===== src/mac_pkg.sv =====
/*
  Shared sizes, opcodes and instruction formats for the multiply-add core.
  Both instruction views keep the opcode and rd in the same bit positions.
  Any opcode not listed in opcode_e is treated as illegal by the decoder.
*/

package mac_pkg;

   // register file geometry
   localparam int data_width_lp     = 32;
   localparam int reg_els_lp        = 32;
   localparam int reg_addr_width_lp = $clog2(reg_els_lp);
   localparam int rf_read_ports_lp  = 3;

   // instruction word layout
   localparam int instr_width_lp    = 32;
   localparam int opcode_width_lp   = 5;
   localparam int imm_width_lp      = instr_width_lp - opcode_width_lp - reg_addr_width_lp;
   localparam int r4_pad_width_lp   = instr_width_lp - opcode_width_lp
                                      - 4 * reg_addr_width_lp;

   // codes outside this set raise illegal_o
   typedef enum logic [opcode_width_lp-1:0]
   {
      op_madd = 5'h01,
      op_msub = 5'h02,
      op_li   = 5'h03
   } opcode_e;

   // four register form, used by madd and msub
   typedef struct packed
   {
      opcode_e                      opcode;
      logic [reg_addr_width_lp-1:0] rd;
      logic [reg_addr_width_lp-1:0] rs1;
      logic [reg_addr_width_lp-1:0] rs2;
      logic [reg_addr_width_lp-1:0] rs3;
      logic [r4_pad_width_lp-1:0]   unused;
   } instr_r4_s;

   // immediate form, used by li
   typedef struct packed
   {
      opcode_e                      opcode;
      logic [reg_addr_width_lp-1:0] rd;
      logic [imm_width_lp-1:0]      imm;
   } instr_imm_s;

   // one word, two decodings selected by the opcode
   typedef union packed
   {
      instr_r4_s  r4;
      instr_imm_s imm;
   } mac_instr_u;

endpackage


===== src/mac_decode.sv =====
/*
  Instruction decoder. Accepts one word on every edge where instr_v_i is high.
  Read strobes are combinational from the incoming word; the decoded op,
  rd and immediate reach execute one cycle later. No back-pressure.
*/

`timescale 1ns/1ns

module mac_decode
   import mac_pkg::*;
(
   input  logic                         clk_i,
   input  logic                         rst_n_i,

   input  logic                         instr_v_i,
   input  mac_instr_u                   instr_i,

   output logic                         r0_v_o,
   output logic [reg_addr_width_lp-1:0] r0_addr_o,
   output logic                         r1_v_o,
   output logic [reg_addr_width_lp-1:0] r1_addr_o,
   output logic                         r2_v_o,
   output logic [reg_addr_width_lp-1:0] r2_addr_o,

   output logic                         dec_v_o,
   output opcode_e                      dec_op_o,
   output logic [reg_addr_width_lp-1:0] dec_rd_o,
   output logic [imm_width_lp-1:0]      dec_imm_o,

   output logic                         illegal_o
);

   logic is_mac;
   logic is_li;
   logic legal;
   logic accept;

   // opcode sits at the same place in both views
   always_comb
   begin
      is_mac = 1'b0;
      is_li  = 1'b0;
      case (instr_i.r4.opcode)
         op_madd, op_msub:
         begin
            is_mac = 1'b1;
         end
         op_li:
         begin
            is_li = 1'b1;
         end
         default:
         begin
            is_mac = 1'b0;
            is_li  = 1'b0;
         end
      endcase
   end

   assign legal  = is_mac | is_li;
   assign accept = instr_v_i & legal;

   // only the multiply-add forms touch the register file
   assign r0_v_o    = instr_v_i & is_mac;
   assign r1_v_o    = instr_v_i & is_mac;
   assign r2_v_o    = instr_v_i & is_mac;
   assign r0_addr_o = instr_i.r4.rs1;
   assign r1_addr_o = instr_i.r4.rs2;
   assign r2_addr_o = instr_i.r4.rs3;

   // control: one pulse per accepted word, either valid or illegal
   always_ff @(posedge clk_i)
   begin
      if (!rst_n_i)
      begin
         dec_v_o   <= 1'b0;
         illegal_o <= 1'b0;
      end
      else
      begin
         dec_v_o   <= accept;
         illegal_o <= instr_v_i & ~legal;
      end
   end

   // payload for execute, only loaded for legal words
   // rd shares its bits in both views
   always_ff @(posedge clk_i)
   begin
      if (accept)
      begin
         dec_op_o  <= instr_i.r4.opcode;
         dec_rd_o  <= instr_i.r4.rd;
         dec_imm_o <= instr_i.imm.imm;
      end
   end

endmodule


===== src/regfile_3r1w_sync.sv =====
/*
  Register file with three synchronous read ports and one write port.
  Write-first: a read of the address written at the same edge returns the
  new data. A port keeps its last data while its valid is low.
  Storage is not reset; only the read data registers are cleared.
*/

`timescale 1ns/1ns

module regfile_3r1w_sync
   import mac_pkg::*;
(
   input  logic                         clk_i,
   input  logic                         rst_n_i,

   input  logic                         w_v_i,
   input  logic [reg_addr_width_lp-1:0] w_addr_i,
   input  logic [data_width_lp-1:0]     w_data_i,

   input  logic                         r0_v_i,
   input  logic [reg_addr_width_lp-1:0] r0_addr_i,
   output logic [data_width_lp-1:0]     r0_data_o,

   input  logic                         r1_v_i,
   input  logic [reg_addr_width_lp-1:0] r1_addr_i,
   output logic [data_width_lp-1:0]     r1_data_o,

   input  logic                         r2_v_i,
   input  logic [reg_addr_width_lp-1:0] r2_addr_i,
   output logic [data_width_lp-1:0]     r2_data_o
);

   logic [data_width_lp-1:0]     mem_r [reg_els_lp];

   logic [rf_read_ports_lp-1:0]  rd_v;
   logic [reg_addr_width_lp-1:0] rd_addr [rf_read_ports_lp];
   logic [data_width_lp-1:0]     rd_data_r [rf_read_ports_lp];

   // gather the loose ports so all read ports share one description
   assign rd_v       = {r2_v_i, r1_v_i, r0_v_i};
   assign rd_addr[0] = r0_addr_i;
   assign rd_addr[1] = r1_addr_i;
   assign rd_addr[2] = r2_addr_i;

   assign r0_data_o  = rd_data_r[0];
   assign r1_data_o  = rd_data_r[1];
   assign r2_data_o  = rd_data_r[2];

   always_ff @(posedge clk_i)
   begin
      if (w_v_i)
      begin
         mem_r[w_addr_i] <= w_data_i;
      end
   end

   for (genvar k = 0; k < rf_read_ports_lp; k++)
   begin : g_rd
      logic bypass;

      // same-edge write to this address wins over the stored word
      assign bypass = w_v_i && (w_addr_i == rd_addr[k]);

      always_ff @(posedge clk_i)
      begin
         if (!rst_n_i)
         begin
            rd_data_r[k] <= '0;
         end
         else if (rd_v[k])
         begin
            rd_data_r[k] <= bypass ? w_data_i : mem_r[rd_addr[k]];
         end
      end
   end

endmodule


===== src/mac_execute.sv =====
/*
  Execute stage. Computes rs3 +/- rs1*rs2 (low 32 bits, wrapping) or a
  sign-extended immediate. Write-back is combinational in the dec_v cycle;
  the result outputs are the same value registered one cycle later.
*/

`timescale 1ns/1ns

module mac_execute
   import mac_pkg::*;
(
   input  logic                         clk_i,
   input  logic                         rst_n_i,

   input  logic                         dec_v_i,
   input  opcode_e                      dec_op_i,
   input  logic [reg_addr_width_lp-1:0] dec_rd_i,
   input  logic [imm_width_lp-1:0]      dec_imm_i,

   input  logic [data_width_lp-1:0]     r0_data_i,
   input  logic [data_width_lp-1:0]     r1_data_i,
   input  logic [data_width_lp-1:0]     r2_data_i,

   output logic                         w_v_o,
   output logic [reg_addr_width_lp-1:0] w_addr_o,
   output logic [data_width_lp-1:0]     w_data_o,

   output logic                         result_v_o,
   output logic [reg_addr_width_lp-1:0] result_rd_o,
   output logic [data_width_lp-1:0]     result_o
);

   logic [data_width_lp-1:0] product;
   logic [data_width_lp-1:0] imm_ext;
   logic [data_width_lp-1:0] alu_result;

   // 32-bit context keeps only the low half of the product
   assign product = r0_data_i * r1_data_i;

   assign imm_ext = {{(data_width_lp - imm_width_lp){dec_imm_i[imm_width_lp-1]}},
                     dec_imm_i};

   always_comb
   begin
      case (dec_op_i)
         op_madd:
         begin
            alu_result = r2_data_i + product;
         end
         op_msub:
         begin
            alu_result = r2_data_i - product;
         end
         op_li:
         begin
            alu_result = imm_ext;
         end
         default:
         begin
            // decoder never forwards other codes
            alu_result = '0;
         end
      endcase
   end

   // write-back lands at the edge closing the dec_v cycle
   assign w_v_o    = dec_v_i;
   assign w_addr_o = dec_rd_i;
   assign w_data_o = alu_result;

   always_ff @(posedge clk_i)
   begin
      if (!rst_n_i)
      begin
         result_v_o  <= 1'b0;
         result_rd_o <= '0;
         result_o    <= '0;
      end
      else
      begin
         result_v_o <= dec_v_i;
         if (dec_v_i)
         begin
            result_rd_o <= dec_rd_i;
            result_o    <= alu_result;
         end
      end
   end

endmodule


===== src/mac_core_top.sv =====
/*
  Multiply-add core: decode, 3r1w register file and execute.
  One instruction per cycle, results two cycles after issue, no stalls.
  Register contents are undefined until written by the program.
*/

`timescale 1ns/1ns

module mac_core_top
   import mac_pkg::*;
(
   input  logic                         clk_i,
   input  logic                         rst_n_i,

   input  logic                         instr_v_i,
   input  mac_instr_u                   instr_i,

   output logic                         result_v_o,
   output logic [reg_addr_width_lp-1:0] result_rd_o,
   output logic [data_width_lp-1:0]     result_o,
   output logic                         illegal_o
);

   // decode to register file
   logic                         r0_v;
   logic [reg_addr_width_lp-1:0] r0_addr;
   logic                         r1_v;
   logic [reg_addr_width_lp-1:0] r1_addr;
   logic                         r2_v;
   logic [reg_addr_width_lp-1:0] r2_addr;

   // decode to execute
   logic                         dec_v;
   opcode_e                      dec_op;
   logic [reg_addr_width_lp-1:0] dec_rd;
   logic [imm_width_lp-1:0]      dec_imm;

   // register file to execute
   logic [data_width_lp-1:0]     r0_data;
   logic [data_width_lp-1:0]     r1_data;
   logic [data_width_lp-1:0]     r2_data;

   // write-back
   logic                         w_v;
   logic [reg_addr_width_lp-1:0] w_addr;
   logic [data_width_lp-1:0]     w_data;

   mac_decode u_decode
   (
      .clk_i     (clk_i),
      .rst_n_i   (rst_n_i),
      .instr_v_i (instr_v_i),
      .instr_i   (instr_i),
      .r0_v_o    (r0_v),
      .r0_addr_o (r0_addr),
      .r1_v_o    (r1_v),
      .r1_addr_o (r1_addr),
      .r2_v_o    (r2_v),
      .r2_addr_o (r2_addr),
      .dec_v_o   (dec_v),
      .dec_op_o  (dec_op),
      .dec_rd_o  (dec_rd),
      .dec_imm_o (dec_imm),
      .illegal_o (illegal_o)
   );

   regfile_3r1w_sync u_regfile
   (
      .clk_i     (clk_i),
      .rst_n_i   (rst_n_i),
      .w_v_i     (w_v),
      .w_addr_i  (w_addr),
      .w_data_i  (w_data),
      .r0_v_i    (r0_v),
      .r0_addr_i (r0_addr),
      .r0_data_o (r0_data),
      .r1_v_i    (r1_v),
      .r1_addr_i (r1_addr),
      .r1_data_o (r1_data),
      .r2_v_i    (r2_v),
      .r2_addr_i (r2_addr),
      .r2_data_o (r2_data)
   );

   mac_execute u_execute
   (
      .clk_i       (clk_i),
      .rst_n_i     (rst_n_i),
      .dec_v_i     (dec_v),
      .dec_op_i    (dec_op),
      .dec_rd_i    (dec_rd),
      .dec_imm_i   (dec_imm),
      .r0_data_i   (r0_data),
      .r1_data_i   (r1_data),
      .r2_data_i   (r2_data),
      .w_v_o       (w_v),
      .w_addr_o    (w_addr),
      .w_data_o    (w_data),
      .result_v_o  (result_v_o),
      .result_rd_o (result_rd_o),
      .result_o    (result_o)
   );

endmodule


===== config.mk =====
export PLATFORM = sky130hd
export DESIGN_NAME = mac_core_top
export DESIGN_NICKNAME = d
export VERILOG_FILES = /design/src/mac_pkg.sv /design/src/mac_decode.sv /design/src/regfile_3r1w_sync.sv /design/src/mac_execute.sv /design/src/mac_core_top.sv
export SDC_FILE = /design/constraint.sdc
export NUM_CORES = 2
export LEC_CHECK = 0
export BUFFER_PORTS_ARGS = -buffer_cell sky130_fd_sc_hd__buf_2
export CORE_MARGIN = 2
export CORE_UTILIZATION = 45
export DETAILED_ROUTE_END_ITERATION = 6
export SLEW_MARGIN = 20
export SYNTH_ARGS = -nofsm -noshare
export SYNTH_HDL_FRONTEND = slang
export SYNTH_HIERARCHICAL = 1
export SYNTH_SLANG_ARGS = --single-unit

===== constraint.sdc =====
create_clock -name clk_i -period 11.65 [get_ports clk_i]
set_input_delay 2.33 -clock clk_i [delete_from_list [all_inputs] [get_ports clk_i]]
set_output_delay 2.33 -clock clk_i [all_outputs]
set_load 0.05 [all_outputs]

After elaboration in Yosys (flattened, before gate mapping)
Memory sizes are Yosys's and may differ from the RTL's.
Cells that the tools add are included.
W data, S select, Z words.
{ "totals": {"inputBits": 35, "elab_cells": 49, "regBits": 72, "out_inout_bits": 39, "mem_bits_rw": 1120, "memories": 2} }
{ "memory_table": {"columns": ["memory", "depth", "width", "rd", "rd_clocked_by_memory_dff", "wr", "line_no", "rtl"], "rows": [
  ["u_regfile.mem_r", 32, 32, 3, 0, 1, "regfile_3r1w_sync.sv:33", "logic [data_width_lp-1:0] mem_r [reg_els_lp];"],
  ["u_regfile.rd_data_r", 3, 32, 3, 0, 3, "regfile_3r1w_sync.sv:37", "logic [data_width_lp-1:0] rd_data_r [rf_read_ports_lp];"]
]} }
{ "classes": {"n_mul": 1, "n_mux": 15, "eq_ne": 9, "n_reduce_logical": 4, "n_addsub": 2, "bitwise_logic": 8} }
{ "ops": {"columns": ["cell", "n"], "rows": [
  ["$mux W32", 6],
  ["$pmux W32 S3", 1],
  ["$add A32 B32 Y32", 1],
  ["$mul A32 B32 Y32", 1],
  ["$sub A32 B32 Y32", 1],
  ["$eq A5 B2 Y1 const B", 4],
  ["$eq A5 B5 Y1", 3],
  ["$eq A5 B1 Y1 const B", 2],
  ["$mux W1", 8],
  ["$or A1 B1 Y1", 4],
  ["$and A1 B1 Y1", 3],
  ["$logic_and A1 B1 Y1", 3],
  ["$reduce_or A2 Y1", 1],
  ["$not A1 Y1", 1]
]} }

Depth between registers and ports, before layout
{ "logic_depth": {"ltp_word": 8, "ltp_mapped": 41, "mapped_depth_nobuf": 39} }

By module
The synthesis kept the hierarchy.
{ "by_module_without_submodules": {"columns": ["mod", "seq_area_each_um2", "area_each_um2", "n_inst", "cells_per_inst"], "rows": [
  ["regfile_3r1w_sync", 33632.3, 59977.5, 1, 3554],
  ["mac_execute", 760.7, 19671.4, 1, 2272],
  ["mac_decode", 1001.0, 1186.1, 1, 59]
]} }

Least setup slack after synthesis
Ideal clock, no wire load.
{ "synth_path": {"path_kind": "register to register", "start": "memory u_regfile.rd_data_r[1][3]", "end": "memory u_regfile.mem_r[0][28], data pin", "t_arrival_ns": 9.947, "stages_incl_launch_ff": 33, "path_buffers": 2, "slack_ns": 1.218, "path_cell_list": "edfxtp_1 -> clkbuf_1 -> clkbuf_1 -> and2_1 -> fa_1 -> inv_1 -> fa_1 -> fa_1 -> fa_1 -> inv_1 -> fa_1 -> ha_1 -> fa_1 -> fa_1 -> ha_1 -> a22o_1 -> or4_1 -> o21ai_0 -> xnor2_1 -> inv_1 -> nor3_2 -> nor2_1 -> xnor2_1 -> ha_1 -> inv_1 -> o21bai_1 -> a21oi_1 -> o21bai_1 -> a21o_1 -> o41ai_1 -> o21ai_0 -> xnor2_1 -> o21ai_0"} }
{ "synth_lines": {"columns": ["item", "line_no"], "rows": [
  ["start: declaration", "regfile_3r1w_sync.sv:37"],
  ["end: declaration", "regfile_3r1w_sync.sv:33"]
]} }

==> flow_metrics.tcl <==
set metrics [dict create \
    fin_area_sq_um 88000 \
    place_inst 8015 \
    io_buffers 73 \
    fp-row-count 155 \
    grtUsageTotal_pct 31.0 \
    clk_pin_slew_worst_paths_ps 60 \
    routedWlPerCell_um 34.7 \
    drtIter0Drc 7646 \
    async_flop_share_pct 0 \
    yosysTopAreaCell "edfxtp_1" \
    slowest_delay_ps 1040 \
    synth_nets 6484 \
    vias 56100 \
    cp-end-kind "flop" \
    place_hpwl_mm 181 \
    yosysSeqAreaShare_pct 43.8 \
    yosysWarnings 6 \
    ir_drop_mv 0.445 \
    syn_area_sq_um 80800 \
    first_global_vias 56300 \
    cp_common_cell "fa_1" \
    drive_above_1_share_pct 18.8 \
    cts_hold_buf 0 \
    drv_slew 0 \
    grt_pass1_wl_mm 408 \
    cp_num_buf_inv 4 \
    fp.dieArea_sq_um 183000 \
    clock_latency_ps 820 \
    antenna_found_initial 20 \
    outcome "complete, no violations" \
    drv_cap 0 \
    arrival_ps 11690 \
    cts.repair.resized 0 \
    min_path_type "flop to flop" \
    timing.setup.tns_ps 0 \
    yosys-top-cells-count "edfxtp_1 (1,152), mux4_2 (533), mux2i_1 (493), inv_1 (425), fa_1 (409)" \
    cts_tree "built" \
    cp_top_family "adder cells" \
    fmax_mhz 89.6 \
    hold_violations 0 \
    synth_ff_type "edfxtp_1" \
    cts.htree.levels 4 \
    synth_area_per_cell_sq_um 13.7 \
    root_buffer "clkbuf_16" \
    power_density_nw_per_um2 205 \
    cts_setup_buffers 0 \
    tightest_slew_ps 1270 \
    n_fill_cell 15100 \
    yosys-top-cells-area "edfxtp_1 (43%), mux4_2 (15%), fa_1 (10%)" \
    critPathSlowestCell "edfxtp_1" \
    seq_area_sq_um 35400 \
    yosysMostFrequentCell "edfxtp_1" \
    drc 0 \
    routabilityCongestion 0.930 \
    slew_headroom_pct 14.5 \
    grt_max_degree 120 \
    synth_edf_count 1152 \
    ant_nets 0 \
    rsz0062_at_grt "false" \
    final-setup-viol-count 0 \
    cts_sinks 1192 \
    multi_input_area_sq_um 41600 \
    power.leakage_nw 33.0 \
    cts_buffer_depth 3 \
    core_sq_um 178000 \
    final_cell_count_no_fill 8271 \
    vias_per_cell 6.79 \
    path_class "flop to flop" \
    area_growth_pct 8.81 \
    nNetsFinal 6396 \
    numCtsBuffers 135 \
    worst-path-max-fanout 28 \
    start_util_pct 45.3 \
    rrSetupSlack_ps 490 \
    post-route-min-period_ps 11160 \
    cp-start-kind "flop" \
    finalCritPeriodShare_pct 95.8 \
    syn_inst 5885 \
    fin_util_pct 49.3 \
    grt-ovfl-total 0 \
    dr.pass1.iters 6 \
    postPlaceCellArea_sq_um 83400 \
    synthDistinctLibCells 85 \
    cp_data_required_time_ps 12180 \
    io_pins 74 \
    ys_seq_elements 1192 \
    die_h_um 428 \
    wl_mm 287 \
    skew_ps 43.4 \
    synth_top_area_share_pct 42.8 \
    die_w_um 428 \
]
## power breakdown
group / internal, mW / switching (mW)
Combinational: 3.28 / 5.15
Sequential: 5.17 / 0.0545
Clock: 2.57 / 1.83
Total: 11.0 / 7.04
## final cells by class
cell class	instances	share of cell area [%]
antenna	11	0.0313
timing repair buffer	245	2.09
inverter	427	1.82
clock buffer	167	4.05
sequential	1192	40.2
clock inverter	78	1.10
multi-input combinational	3796	47.3
tap	2355	3.35
## worst min-delay path: cells and delay by family (launching register included)
| kind | cells | cell delay, ps |
|---|---|---|
| DFF | 1 | 320 |
| and+or+nand+nor | 1 | 100 |
| muxes | 1 | 70 |
## cells in the final DEF, fill, tap and decap left out, types with 22 or more instances in the layout
master     instances
ha_1             155
a221oi_1         202
fa_1             409
mux4_2           533
o22ai_1           71
a21oi_1          176
a221o_1           47
clkbuf_16        137
a211o_1           85
a211oi_1          60
o21ai_0          141
nor2_1            57
xnor2_1          120
clkbuf_1          28
nand2_1          321
dfxtp_1           40
nor2_4            35
xor2_1            40
and2_1           287
or2_2             22
nor3b_1           24
mux2i_1          493
nor2b_1           29
buf_4            166
edfxtp_1        1152
nand2b_1          45
buf_2             61
inv_1            424
nor3_1           116
a22oi_1           77
o21bai_1          26
## through the flow
step / hold WS, ps / power [mW] / setup WS (ps)
2_1_floorplan: 506 / 11.3 / 1220
3_3_place_gp: 496 / 13.5 / 778
3_5_place_dp: 509 / 13.5 / 690
4_1_cts: 531 / 18.0 / 626
5_1_grt: 549 / 19.0 / 52.4
6_report: 535 / 18.1 / 490
## registers in the layout (all words and copies together) (netlist names), 5 cells and up
signal / count
u_execute/result_rd_o: 5
u_regfile/rd_data_r: 96
u_regfile/mem_r: 1024
u_decode/dec_imm_o: 22
u_decode/dec_op_o: 5
u_decode/dec_rd_o: 5
u_execute/result_o: 32
## worst paths after layout
kind,startpoint,to,cells past startpoint
setup / recovery,u_regfile/rd_data_r[1][4],u_regfile/rd_data_r[0][31],37
setup reg to reg,u_regfile/rd_data_r[1][4],u_regfile/rd_data_r[0][31],37
hold / removal,u_execute/result_rd_o[4],u_execute/result_rd_o[4],2
hold reg to reg,u_execute/result_rd_o[4],u_execute/result_rd_o[4],2
## layer usage
layer,part of all wire (%),GRT usage (%),up-vias
met5,0.041,0,-
met1,37,40.0,29300
met2,45,48.2,3620
li1,-,-,22400
met4,5.4,14.8,16
met3,12,8.97,838
## cells by family after synthesis
logic type | synth area share (%)
DFF | 43.8
and+or+nand+nor | 6.59
muxes | 21.0
AOI/OAI and AO/OA | 9.04
buffers and inverters | 5.33
adders and majority gates | 12.5
xor gates and xnor gates | 1.73
(Power assumes the default switching activity.)
